===== src/rtl/menu_settings.svh =====
`ifndef MENU_SETTINGS_SVH
`define MENU_SETTINGS_SVH

// box origins on screen
`define PLAY_X      12'd432
`define PLAY_Y      12'd400
`define MULTI_X     12'd432
`define MULTI_Y     12'd640
`define MENU_X      12'd432
`define MENU_Y      12'd520

`define BOX_W       12'd128
`define BOX_H       12'd80

// label strip inside a box, 5 cells of 8 pixels
`define TEXT_X_OFF  12'd44
`define TEXT_Y_OFF  12'd32
`define TEXT_W      12'd40
`define TEXT_H      12'd16

`define FILL_RST    12'h246
`define HOVER_RST   12'h48c
`define TEXT_RST    12'hfff

// apb register map
`define REG_CTRL    4'h0
`define REG_FILL    4'h4
`define REG_HOVER   4'h8
`define REG_TEXT    4'hc

// input pixel to output pixel
`define PIPE_LAT    3

`endif


===== src/rtl/menu_pkg.sv =====
`default_nettype none

package menu_pkg;

    // screen coordinate or pixel counter
    typedef logic [11:0] pixel_coord_t;

    // 4:4:4 colour
    typedef logic [11:0] rgb_t;

    // font rom character index
    typedef logic [6:0] char_code_t;

    // one glyph row, msb drawn leftmost
    typedef logic [7:0] font_line_t;

    // line inside a 16 line glyph
    typedef logic [3:0] glyph_row_t;

    // bit 0 play, bit 1 multi, bit 2 menu
    typedef logic [2:0] button_mask_t;

endpackage

`default_nettype wire


===== src/rtl/button_font_rom.sv =====
`default_nettype none

module button_font_rom (
    input  wire  clk,
    input  wire  [$bits(menu_pkg::char_code_t)+$bits(menu_pkg::glyph_row_t)-1:0] addr,
    output menu_pkg::font_line_t line
);

    menu_pkg::char_code_t code;
    menu_pkg::glyph_row_t row;
    logic [55:0]          glyph;
    logic [2:0]           band;
    menu_pkg::font_line_t line_next;

    assign {code, row} = addr;

    // 7 row bitmaps, top row in the upper byte
    always_comb begin
        case (code)
            7'h41:   glyph = {8'h18, 8'h24, 8'h42, 8'h42, 8'h7e, 8'h42, 8'h42};
            7'h45:   glyph = {8'h7e, 8'h40, 8'h40, 8'h7c, 8'h40, 8'h40, 8'h7e};
            7'h49:   glyph = {8'h3c, 8'h18, 8'h18, 8'h18, 8'h18, 8'h18, 8'h3c};
            7'h4c:   glyph = {8'h40, 8'h40, 8'h40, 8'h40, 8'h40, 8'h40, 8'h7e};
            7'h4d:   glyph = {8'h42, 8'h66, 8'h5a, 8'h5a, 8'h42, 8'h42, 8'h42};
            7'h4e:   glyph = {8'h42, 8'h62, 8'h52, 8'h4a, 8'h46, 8'h42, 8'h42};
            7'h50:   glyph = {8'h7c, 8'h42, 8'h42, 8'h7c, 8'h40, 8'h40, 8'h40};
            7'h54:   glyph = {8'h7e, 8'h18, 8'h18, 8'h18, 8'h18, 8'h18, 8'h18};
            7'h55:   glyph = {8'h42, 8'h42, 8'h42, 8'h42, 8'h42, 8'h42, 8'h3c};
            7'h59:   glyph = {8'h42, 8'h42, 8'h24, 8'h18, 8'h18, 8'h18, 8'h18};
            7'h20:   glyph = '0;
            default: glyph = '0;
        endcase
    end

    // each bitmap row spans two glyph lines, 1 to 14
    assign band = 3'((row - 4'd1) >> 1);

    always_comb begin
        if (row == 4'd0 || row == 4'd15) begin
            line_next = '0;
        end else begin
            line_next = glyph[8 * (6 - band) +: 8];
        end
    end

    always_ff @(posedge clk) begin
        line <= line_next;
    end

endmodule

`default_nettype wire


===== src/rtl/button_hover_detect.sv =====
`default_nettype none
`include "menu_settings.svh"

module button_hover_detect (
    input  wire                    clk,
    input  wire                    rst_n,
    input  wire menu_pkg::pixel_coord_t hcount,
    input  wire menu_pkg::pixel_coord_t vcount,
    input  wire menu_pkg::pixel_coord_t mouse_x,
    input  wire menu_pkg::pixel_coord_t mouse_y,
    output menu_pkg::button_mask_t in_box,
    output menu_pkg::button_mask_t hover
);

    menu_pkg::button_mask_t pix_hit;
    menu_pkg::button_mask_t mouse_hit;
    menu_pkg::button_mask_t pix_hit_q;
    menu_pkg::button_mask_t mouse_hit_q;

    function automatic logic in_rect(
        input menu_pkg::pixel_coord_t x,
        input menu_pkg::pixel_coord_t y,
        input menu_pkg::pixel_coord_t x0,
        input menu_pkg::pixel_coord_t y0
    );
        return (x >= x0) && (x < x0 + `BOX_W) && (y >= y0) && (y < y0 + `BOX_H);
    endfunction

    assign pix_hit   = {in_rect(hcount, vcount, `MENU_X, `MENU_Y),
                        in_rect(hcount, vcount, `MULTI_X, `MULTI_Y),
                        in_rect(hcount, vcount, `PLAY_X, `PLAY_Y)};
    assign mouse_hit = {in_rect(mouse_x, mouse_y, `MENU_X, `MENU_Y),
                        in_rect(mouse_x, mouse_y, `MULTI_X, `MULTI_Y),
                        in_rect(mouse_x, mouse_y, `PLAY_X, `PLAY_Y)};

    // two stages to line up with the font rom read
    always_ff @(posedge clk or negedge rst_n) begin
        if (!rst_n) begin
            pix_hit_q   <= '0;
            mouse_hit_q <= '0;
            in_box      <= '0;
            hover       <= '0;
        end else begin
            pix_hit_q   <= pix_hit;
            mouse_hit_q <= mouse_hit;
            in_box      <= pix_hit_q;
            hover       <= mouse_hit_q;
        end
    end

endmodule

`default_nettype wire


===== src/rtl/button_pixel_mixer.sv =====
`default_nettype none
`include "menu_settings.svh"

module button_pixel_mixer (
    input  wire                    clk,
    input  wire                    rst_n,
    input  wire menu_pkg::pixel_coord_t hcount,
    input  wire menu_pkg::pixel_coord_t vcount,
    input  wire                    hsync,
    input  wire                    vsync,
    input  wire                    hblnk,
    input  wire                    vblnk,
    input  wire menu_pkg::rgb_t    rgb_in,
    input  wire                    text_on,
    input  wire menu_pkg::button_mask_t in_box,
    input  wire menu_pkg::button_mask_t hover,
    input  wire menu_pkg::button_mask_t enable,
    input  wire menu_pkg::rgb_t    fill_color,
    input  wire menu_pkg::rgb_t    hover_color,
    input  wire menu_pkg::rgb_t    text_color,
    output menu_pkg::pixel_coord_t hcount_out,
    output menu_pkg::pixel_coord_t vcount_out,
    output logic                   hsync_out,
    output logic                   vsync_out,
    output logic                   hblnk_out,
    output logic                   vblnk_out,
    output menu_pkg::rgb_t         rgb_out
);

    // the output register adds the last cycle
    localparam int DLY = `PIPE_LAT - 1;

    menu_pkg::pixel_coord_t hcount_d [DLY];
    menu_pkg::pixel_coord_t vcount_d [DLY];
    menu_pkg::rgb_t         rgb_d    [DLY];
    logic [DLY-1:0]         hsync_d;
    logic [DLY-1:0]         vsync_d;
    logic [DLY-1:0]         hblnk_d;
    logic [DLY-1:0]         vblnk_d;
    logic                   box_hit;
    logic                   sel_hover;
    menu_pkg::rgb_t         mix_rgb;

    always_ff @(posedge clk) begin
        hcount_d[0] <= hcount;
        vcount_d[0] <= vcount;
        rgb_d[0]    <= rgb_in;
        for (int i = 1; i < DLY; i++) begin
            hcount_d[i] <= hcount_d[i-1];
            vcount_d[i] <= vcount_d[i-1];
            rgb_d[i]    <= rgb_d[i-1];
        end
    end

    always_ff @(posedge clk or negedge rst_n) begin
        if (!rst_n) begin
            hsync_d <= '0;
            vsync_d <= '0;
            hblnk_d <= '0;
            vblnk_d <= '0;
        end else begin
            hsync_d <= {hsync_d[DLY-2:0], hsync};
            vsync_d <= {vsync_d[DLY-2:0], vsync};
            hblnk_d <= {hblnk_d[DLY-2:0], hblnk};
            vblnk_d <= {vblnk_d[DLY-2:0], vblnk};
        end
    end

    // walk down so the lowest enabled box wins
    always_comb begin
        box_hit   = 1'b0;
        sel_hover = 1'b0;
        for (int i = $bits(menu_pkg::button_mask_t) - 1; i >= 0; i--) begin
            if (in_box[i] && enable[i]) begin
                box_hit   = 1'b1;
                sel_hover = hover[i];
            end
        end
        if (hblnk_d[DLY-1] || vblnk_d[DLY-1] || !box_hit) begin
            mix_rgb = rgb_d[DLY-1];
        end else if (text_on) begin
            mix_rgb = text_color;
        end else if (sel_hover) begin
            mix_rgb = hover_color;
        end else begin
            mix_rgb = fill_color;
        end
    end

    always_ff @(posedge clk or negedge rst_n) begin
        if (!rst_n) begin
            hcount_out <= '0;
            vcount_out <= '0;
            hsync_out  <= 1'b0;
            vsync_out  <= 1'b0;
            hblnk_out  <= 1'b0;
            vblnk_out  <= 1'b0;
            rgb_out    <= '0;
        end else begin
            hcount_out <= hcount_d[DLY-1];
            vcount_out <= vcount_d[DLY-1];
            hsync_out  <= hsync_d[DLY-1];
            vsync_out  <= vsync_d[DLY-1];
            hblnk_out  <= hblnk_d[DLY-1];
            vblnk_out  <= vblnk_d[DLY-1];
            rgb_out    <= mix_rgb;
        end
    end

endmodule

`default_nettype wire


===== src/rtl/button_regs.sv =====
`default_nettype none
`include "menu_settings.svh"

module button_regs (
    input  wire                    clk,
    input  wire                    rst_n,
    input  wire  [3:0]             paddr,
    input  wire                    psel,
    input  wire                    penable,
    input  wire                    pwrite,
    input  wire  [11:0]            pwdata,
    output logic [11:0]            prdata,
    output logic                   pready,
    output logic                   pslverr,
    output menu_pkg::button_mask_t enable,
    output menu_pkg::rgb_t         fill_color,
    output menu_pkg::rgb_t         hover_color,
    output menu_pkg::rgb_t         text_color
);

    logic access;
    logic mapped;

    assign access = psel && penable;
    assign mapped = (paddr == `REG_CTRL) || (paddr == `REG_FILL) ||
                    (paddr == `REG_HOVER) || (paddr == `REG_TEXT);

    // no wait states
    assign pready  = 1'b1;
    assign pslverr = access && !mapped;

    always_ff @(posedge clk or negedge rst_n) begin
        if (!rst_n) begin
            enable      <= '0;
            fill_color  <= `FILL_RST;
            hover_color <= `HOVER_RST;
            text_color  <= `TEXT_RST;
        end else if (access && pwrite) begin
            case (paddr)
                `REG_CTRL:  enable      <= pwdata[$bits(menu_pkg::button_mask_t)-1:0];
                `REG_FILL:  fill_color  <= pwdata;
                `REG_HOVER: hover_color <= pwdata;
                `REG_TEXT:  text_color  <= pwdata;
                default:    ;
            endcase
        end
    end

    // unmapped reads return zero
    always_comb begin
        case (paddr)
            `REG_CTRL:  prdata = 12'(enable);
            `REG_FILL:  prdata = fill_color;
            `REG_HOVER: prdata = hover_color;
            `REG_TEXT:  prdata = text_color;
            default:    prdata = '0;
        endcase
    end

endmodule

`default_nettype wire


===== src/rtl/button_text_layer.sv =====
`default_nettype none
`include "menu_settings.svh"

module button_text_layer (
    input  wire                    clk,
    input  wire                    rst_n,
    input  wire menu_pkg::pixel_coord_t hcount,
    input  wire menu_pkg::pixel_coord_t vcount,
    output logic                   text_on
);

    // five ascii characters, leftmost cell in the top byte
    localparam logic [39:0] PLAY_LABEL  = "PLAY ";
    localparam logic [39:0] MULTI_LABEL = "MULTI";
    localparam logic [39:0] MENU_LABEL  = "MENU ";

    logic                   hit;
    menu_pkg::pixel_coord_t org_x;
    menu_pkg::pixel_coord_t org_y;
    logic [39:0]            label;
    menu_pkg::pixel_coord_t rel_x;
    menu_pkg::pixel_coord_t rel_y;
    menu_pkg::char_code_t   code;

    logic                   s1_hit;
    menu_pkg::char_code_t   s1_code;
    menu_pkg::glyph_row_t   s1_row;
    logic [2:0]             s1_col;
    logic                   s2_hit;
    logic [2:0]             s2_col;
    menu_pkg::font_line_t   font_line;

    function automatic logic in_strip(
        input menu_pkg::pixel_coord_t x,
        input menu_pkg::pixel_coord_t y,
        input menu_pkg::pixel_coord_t x0,
        input menu_pkg::pixel_coord_t y0
    );
        return (x >= x0 + `TEXT_X_OFF) && (x < x0 + `TEXT_X_OFF + `TEXT_W) &&
               (y >= y0 + `TEXT_Y_OFF) && (y < y0 + `TEXT_Y_OFF + `TEXT_H);
    endfunction

    // boxes never overlap, order only picks one
    always_comb begin
        hit   = 1'b0;
        org_x = `PLAY_X;
        org_y = `PLAY_Y;
        label = PLAY_LABEL;
        if (in_strip(hcount, vcount, `PLAY_X, `PLAY_Y)) begin
            hit = 1'b1;
        end else if (in_strip(hcount, vcount, `MULTI_X, `MULTI_Y)) begin
            hit   = 1'b1;
            org_x = `MULTI_X;
            org_y = `MULTI_Y;
            label = MULTI_LABEL;
        end else if (in_strip(hcount, vcount, `MENU_X, `MENU_Y)) begin
            hit   = 1'b1;
            org_x = `MENU_X;
            org_y = `MENU_Y;
            label = MENU_LABEL;
        end
    end

    assign rel_x = hcount - org_x - `TEXT_X_OFF;
    assign rel_y = vcount - org_y - `TEXT_Y_OFF;

    // cell number sits above the 3 column bits
    always_comb begin
        case (rel_x[5:3])
            3'd0:    code = label[38:32];
            3'd1:    code = label[30:24];
            3'd2:    code = label[22:16];
            3'd3:    code = label[14:8];
            3'd4:    code = label[6:0];
            default: code = 7'h20;
        endcase
    end

    always_ff @(posedge clk or negedge rst_n) begin
        if (!rst_n) begin
            s1_hit <= 1'b0;
            s2_hit <= 1'b0;
        end else begin
            s1_hit <= hit;
            s2_hit <= s1_hit;
        end
    end

    always_ff @(posedge clk) begin
        s1_code <= code;
        s1_row  <= rel_y[3:0];
        s1_col  <= rel_x[2:0];
        s2_col  <= s1_col;
    end

    button_font_rom u_font_rom (
        .clk  (clk),
        .addr ({s1_code, s1_row}),
        .line (font_line)
    );

    // column 0 is the msb
    assign text_on = s2_hit && font_line[3'd7 - s2_col];

endmodule

`default_nettype wire


===== src/rtl/menu_buttons.sv =====
`default_nettype none

module menu_buttons (
    input  wire                    clk,
    input  wire                    rst_n,
    input  wire  [3:0]             paddr,
    input  wire                    psel,
    input  wire                    penable,
    input  wire                    pwrite,
    input  wire  [11:0]            pwdata,
    output logic [11:0]            prdata,
    output logic                   pready,
    output logic                   pslverr,
    input  wire menu_pkg::pixel_coord_t hcount,
    input  wire menu_pkg::pixel_coord_t vcount,
    input  wire                    hsync,
    input  wire                    vsync,
    input  wire                    hblnk,
    input  wire                    vblnk,
    input  wire menu_pkg::rgb_t    rgb_in,
    input  wire menu_pkg::pixel_coord_t mouse_x,
    input  wire menu_pkg::pixel_coord_t mouse_y,
    output menu_pkg::pixel_coord_t hcount_out,
    output menu_pkg::pixel_coord_t vcount_out,
    output logic                   hsync_out,
    output logic                   vsync_out,
    output logic                   hblnk_out,
    output logic                   vblnk_out,
    output menu_pkg::rgb_t         rgb_out
);

    menu_pkg::button_mask_t enable;
    menu_pkg::rgb_t         fill_color;
    menu_pkg::rgb_t         hover_color;
    menu_pkg::rgb_t         text_color;
    logic                   text_on;
    menu_pkg::button_mask_t in_box;
    menu_pkg::button_mask_t hover;

    button_regs u_button_regs (
        .clk         (clk),
        .rst_n       (rst_n),
        .paddr       (paddr),
        .psel        (psel),
        .penable     (penable),
        .pwrite      (pwrite),
        .pwdata      (pwdata),
        .prdata      (prdata),
        .pready      (pready),
        .pslverr     (pslverr),
        .enable      (enable),
        .fill_color  (fill_color),
        .hover_color (hover_color),
        .text_color  (text_color)
    );

    // text and hover paths run in parallel, both 2 cycles
    button_text_layer u_text_layer (
        .clk     (clk),
        .rst_n   (rst_n),
        .hcount  (hcount),
        .vcount  (vcount),
        .text_on (text_on)
    );

    button_hover_detect u_hover_detect (
        .clk     (clk),
        .rst_n   (rst_n),
        .hcount  (hcount),
        .vcount  (vcount),
        .mouse_x (mouse_x),
        .mouse_y (mouse_y),
        .in_box  (in_box),
        .hover   (hover)
    );

    button_pixel_mixer u_pixel_mixer (
        .clk         (clk),
        .rst_n       (rst_n),
        .hcount      (hcount),
        .vcount      (vcount),
        .hsync       (hsync),
        .vsync       (vsync),
        .hblnk       (hblnk),
        .vblnk       (vblnk),
        .rgb_in      (rgb_in),
        .text_on     (text_on),
        .in_box      (in_box),
        .hover       (hover),
        .enable      (enable),
        .fill_color  (fill_color),
        .hover_color (hover_color),
        .text_color  (text_color),
        .hcount_out  (hcount_out),
        .vcount_out  (vcount_out),
        .hsync_out   (hsync_out),
        .vsync_out   (vsync_out),
        .hblnk_out   (hblnk_out),
        .vblnk_out   (vblnk_out),
        .rgb_out     (rgb_out)
    );

endmodule

`default_nettype wire


===== config.mk =====
export PLATFORM = sky130hd
export DESIGN_NAME = menu_buttons
export DESIGN_NICKNAME = d
export VERILOG_FILES = /design/src/rtl/menu_pkg.sv /design/src/rtl/button_font_rom.sv /design/src/rtl/button_hover_detect.sv /design/src/rtl/button_pixel_mixer.sv /design/src/rtl/button_regs.sv /design/src/rtl/button_text_layer.sv /design/src/rtl/menu_buttons.sv
export VERILOG_INCLUDE_DIRS = /design/src /design/src/rtl
export SDC_FILE = /design/constraint.sdc
export NUM_CORES = 1
export LEC_CHECK = 0
export BUFFER_PORTS_ARGS = -buffer_cell sky130_fd_sc_hd__clkbuf_2
export CAP_MARGIN = 30
export CORE_MARGIN = 8
export CORE_UTILIZATION = 35
export DETAILED_ROUTE_END_ITERATION = 16
export PLACE_DENSITY = 0.69
export SLEW_MARGIN = 10
export SYNTH_ARGS = -nofsm -noshare
export SYNTH_HDL_FRONTEND = slang
export SYNTH_SLANG_ARGS = --single-unit

===== constraint.sdc =====
create_clock -name clk -period 2.18 [get_ports clk]
set_clock_uncertainty 0.15 [all_clocks]
set_input_delay 0.109 -clock clk [delete_from_list [all_inputs] [get_ports clk]]
set_output_delay 0.109 -clock clk [all_outputs]
set_load 0.01 [all_outputs]

# Word-level counts from Yosys, hierarchy flattened
# Memory sizes are Yosys's and may differ from the RTL's. A register that Yosys moved wholly into a read port is not among the register bits.
# Index checks and enable logic that the tools add are counted.
[word_totals]
ff_bits = 102
latch_bits = 0
ramBits = 72
mem_bits_ro = 0
input_bits = 85
output_inout_bits = 54
elab_cells = 146
memories = 3
[classes]
add_sub_neg = 7
n_mul = 0
n_div = 0
magnitude_cmp = 25
n_eq_ne = 18
n_shift = 1
n_mux = 23
bitwise_logic = 0
n_reduce_logical = 45
[memory_table]
columns = ["name", "depth", "word_bits", "rd", "rd_ports_with_merged_regs", "wr", "line_no", "rtl"]
rows = [
  ["u_pixel_mixer.hcount_d", 2, 12, 2, 1, 2, "button_pixel_mixer.sv:33", "menu_pkg::pixel_coord_t hcount_d [DLY];"],
  ["u_pixel_mixer.rgb_d", 2, 12, 2, 0, 2, "button_pixel_mixer.sv:35", "menu_pkg::rgb_t rgb_d [DLY];"],
  ["u_pixel_mixer.vcount_d", 2, 12, 2, 1, 2, "button_pixel_mixer.sv:34", "menu_pkg::pixel_coord_t vcount_d [DLY];"],
]
[ops]
columns = ["cell", "n"]
rows = [
  ["$pmux W55 S10", 1],
  ["$lt A12 B10 Y1 const B", 9],
  ["$mux W39", 2],
  ["$ge A12 B10 Y1 const B", 6],
  ["$ge A12 B9 Y1 const B", 6],
  ["$eq A7 B7 Y1 const B", 10],
  ["$shiftx A56 B33 Y8", 1],
  ["$pmux W12 S4", 1],
  ["$mux W37", 1],
  ["$lt A12 B9 Y1 const B", 3],
  ["$mux W12", 3],
  ["$pmux W7 S5", 1],
  ["$logic_and A1 B1 Y1", 28],
  ["$eq A4 B4 Y1 const B", 3],
  ["$mux W4", 3],
  ["$sub A6 B6 Y6 const B", 2],
  ["$mux W1", 10],
  ["$logic_not A4 Y1", 2],
  ["$reduce_and A2 Y1", 4],
  ["$sub A4 B1 Y4 const B", 2],
  ["$eq A3 B2 Y1 const B", 2],
  ["$logic_or A1 B1 Y1", 6],
  ["$eq A4 B3 Y1 const B", 1],
  ["$logic_not A1 Y1", 4],
  ["other kinds (8)", 8],
]

# Longest topological paths before layout
[depth]
word_depth = 9
mapped_depth = 11
mapped_depth_nobuf = 10

# Modules after synthesis
# A second synthesis with hierarchy kept.
[hier_totals]
hier_cells = 690
area_unflattened_um2 = 8101.5
[modules_own_cells]
columns = ["mod", "instances", "cells_per_inst", "area_each_um2", "seq_area_each_um2"]
rows = [
  ["button_pixel_mixer", 1, 268, 3611.0, 2642.5],
  ["button_regs", 1, 132, 1919.3, 1001.0],
  ["button_font_rom", 1, 162, 1154.9, 120.1],
  ["button_text_layer", 1, 80, 853.3, 390.4],
  ["button_hover_detect", 1, 48, 563.0, 300.3],
]

# Least setup slack after synthesis
# Ideal clock, no wire load.
[synth_path]
kind = "register to register"
start = "mem u_pixel_mixer.vcount_d[0][0] (netlist name)"
end = "reg u_text_layer.u_font_rom.line[6]"
setup_time_ps = 125
arrival_time_ps = 2118
required_time_ps = 1905
slack_ps = -213
path_stages_with_launch = 12
n_path_buf = 1
period_less_slack_ps = 2393
cell_sequence = "dfxtp_1 -> inv_1 -> ha_1 -> buf_6 -> inv_1 -> ha_1 -> xnor2_1 -> xnor2_2 -> inv_1 -> maj3_1 -> o21ai_1 -> a211oi_1"
[synth_lines]
columns = ["item", "line_no", "rtl"]
rows = [
  ["from (decl)", "button_pixel_mixer.sv:34", ""],
  ["to (signal assigned)", "button_font_rom.sv:47", "line <= line_next;"],
  ["to (decl)", "button_font_rom.sv:6", "output menu_pkg::font_line_t line"],
]

==> results.yml <==
run_status:
  run_status: "finished clean"
setup_path:
  worst_setup_path_start_kind: "flop"
  worst_reg_to_reg_cells: 9
  critical_path.max_fanout: 5
  slowest_stage: "sky130_fd_sc_hd__a2111oi_1"
  crit_chain: "inv_2, ha_4, inv_4, ha_4, xnor2_2, xnor2_2, nand3_1, a2111oi_1, or3_1"
  critPathRequiredTime_ns: 2.41
  critPathKind: "flop to flop"
  cp_data_arrival_time_ns: 2.37
  slowest_delay_ns: 0.35
  worst_setup_path_end_kind: "flop"
timing:
  timing_worst_slew_pin_value_ns: 0.498
  setup-violations-final: 0
  grt_setup_unrepaired: "true"
  slew_viol_final: 0
  fin_ws_ns: 0.0431
  hold_violations: 0
  setup_total_negative_slack_ns: 0
  relSlewSlack_pct: 66.7
  period_share_pct: 98.0
  fmax_mhz: 468
  period_needed_ns: 2.14
clock_network:
  cts_max_path_buffers: 2
  cts_made_buffers: 17
  clock_tree_from_tritoncts: "yes"
  htree_levels: 4
  worst_path_clk_slew_ns: 0.08
  ctsRootBufferMaster: "sky130_fd_sc_hd__clkbuf_16"
  clkSinkCount: 189
  clk-insertion-delay-late_ns: 0.43
global_routing:
  first_global_vias: 5656
  grt_max_degree: 45
  grt_overflow_total: 0
  global_route_wire_length_before_repair_mm: 30.0
  grt_total_usage_pct: 14.7
  grt_antenna_before_repair: 0
place:
  routabilityCongestion: 0.848
  place.detailed.instances: 1026
  detailed_place_hpwl_mm: 13.4
  placedInstanceArea_sq_um: 8470
  pre_cts_ws_ns: -0.0488
  portBuffers: 130
synth:
  synthesis.area_sq_um: 7180
  synthesis.area_per_instance_sq_um: 11.9
  synth.ff_latch_count: 189
  postSynth.topFlopCell: "sky130_fd_sc_hd__dfxtp_1"
  ys_seq_area_share_pct: 60.1
  synthesis.instances: 601
  synthesis.nets: 692
  synthDistinctLibCells: 72
  synth-edff-count: 0
  ys_async_sr_fraction_pct: 53.4
  yosysWarningCount: 0
floorplanning:
  floorplan.core_area_sq_um: 20200
  rows: 52
  pin_count: 139
  fp.dieArea_sq_um: 25300
  initial_core_util_pct: 35.6
  chipHeight_microns: 159
  die_outline_width_microns: 159
route:
  antenna_violating_nets_post_route: 0
  route.detailed.drc: 0
  routed_via_density: 4.86
  drt_first_pass_iters: 6
  drt-wirelength-per-cell_microns: 16.6
  vias: 5445
  wirelength_mm: 18.6
  drtIter0Drc: 311
power:
  power.leakage_nw: 4.42
  ir_worst_vdd_uv: 514
  power_per_cell_area_nw_per_um2: 825
cells_and_area:
  layout.cells.most_common_list: "sky130_fd_sc_hd__clkbuf_2 (129), sky130_fd_sc_hd__dfxtp_1 (83), sky130_fd_sc_hd__dfrtp_1 (81)"
  final_net_count: 928
  num_antenna_cells: 0
  layout_commonest_cell: "sky130_fd_sc_hd__clkbuf_2"
  stdcell_count: 1120
  drive_gt1_share_pct: 38.0
  finalInstanceArea_sq_um: 9740
  syn_to_final_growth_pct: 35.6
job:
  drv.max_cap_violation_count: 0
min_path:
  holdCritPathClass: "input pin to asynchronous set/reset pin"
## critical path: cells and delay by family, from the launching register on
family	cells	cell delay [ns]
AOI/OAI and AO/OA	1	0.35
buffers and inverters	2	0.08
DFF	1	0.34
xor gates and xnor gates	2	0.37
adders and majority gates	2	0.45
and+or+nand+nor	2	0.35
## layer usage
layer | GRT usage [%] | vias up | wire length, microns
met5 | 0 | - | 0
met4 | 3.95 | 0 | 231
met3 | 4.86 | 22 | 1180
met2 | 24.7 | 175 | 9200
met1 | 17.7 | 2620 | 8030
li1 | - | 2628 | -
## cell type report
class	count	area (sq um)
Clock buffer	17	425
Clock inverter	15	165
Fill cell	1823	10400
Inverter	10	40.0
Multi-Input combinational cell	370	2730
Sequential cell	189	4320
Tap cell	270	338
Timing Repair Buffer	249	1720
## where the power goes
group          total [mW]  internal, mW  switching [mW]
sequential           3.91          3.76           0.146
combinational        1.08         0.558           0.519
clock                3.04          1.54            1.50
## cell families (layout without fill, tap and decap cells)
| logic type | Yosys count | after routing | synth area share [%] |
|---|---|---|---|
| xor+xnor | 17 | 17 | 2.18 |
| buf+inv | 42 | 291 | 2.96 |
| simple gates | 179 | 179 | 13.3 |
| other cells | 1 | 1 | 0.0522 |
| mux | 66 | 66 | 10.6 |
| fa+ha+maj | 7 | 7 | 1.19 |
| flops | 189 | 189 | 60.1 |
| compound gates | 100 | 100 | 9.62 |
## path summary, 6_finish.rpt
kind | slack (ns) | endpoint | from
worst max-delay path | 0.04 | u_text_layer.u_font_rom.line[2] | u_pixel_mixer.vcount_d[0][0]
worst min-delay path | 0.03 | u_pixel_mixer.hsync_out | rst_n
worst max register to register | 0.04 | u_text_layer.u_font_rom.line[2] | u_pixel_mixer.vcount_d[0][0]
worst min register to register | 0.18 | u_pixel_mixer.vcount_d[1][9] | u_pixel_mixer.vcount_d[0][9]
max in group asynchronous | 1.17 | u_button_regs.text_color[11] | rst_n
min in group clk | 0.08 | u_button_regs.fill_color[9] | penable
## Yosys cell counts (11+ instances only)
library cell | n | area, sq um
sky130_fd_sc_hd__nor2_1 | 35 | 131
sky130_fd_sc_hd__dfxtp_1 | 88 | 1760
sky130_fd_sc_hd__dfstp_2 | 20 | 526
sky130_fd_sc_hd__o211ai_1 | 12 | 90.1
sky130_fd_sc_hd__nand2_1 | 36 | 135
sky130_fd_sc_hd__nand2b_1 | 11 | 68.8
sky130_fd_sc_hd__nand3_1 | 28 | 140
sky130_fd_sc_hd__dfrtp_1 | 81 | 2030
sky130_fd_sc_hd__mux2_2 | 48 | 541
sky130_fd_sc_hd__mux2i_1 | 15 | 150
sky130_fd_sc_hd__o21ai_0 | 15 | 75.1
sky130_fd_sc_hd__nor3_1 | 15 | 75.1
sky130_fd_sc_hd__a21oi_1 | 19 | 95.1
## timing repair
item | in CTS | in global routing
hold buffers | 61 | 0
resized for setup | 6 | 14
endpoints found under the hold margin | 178 | 0
setup endpoints to repair | 6 | 11
pin swaps | 5 | 8
setup buffers | 0 | 1
## stage by stage
stage          util [%]  hold WS [ns]  power [mW]
2_1_floorplan         -        -0.337        4.52
3_3_place_gp       41.9       -0.0450        4.93
3_5_place_dp       42.0       -0.0406        4.95
4_1_cts            48.1        0.0349        8.11
5_1_grt            48.3        0.0725        8.39
6_report           48.3        0.0265        8.03
## registers in the layout, summed over array words and instances, names as in the netlist, 6 cells and up
| name | cells |
|---|---|
| u_button_regs.hover_color | 12 |
| u_button_regs.text_color | 12 |
| u_button_regs.fill_color | 12 |
| u_text_layer.u_font_rom.line | 6 |
| u_pixel_mixer.vcount_out | 12 |
| u_pixel_mixer.hcount_out | 12 |
| u_pixel_mixer.rgb_d | 24 |
| u_pixel_mixer.rgb_out | 12 |
| u_text_layer.s1_code | 7 |
| u_pixel_mixer.hcount_d | 22 |
| u_pixel_mixer.vcount_d | 24 |
(Power assumes the default switching activity.)
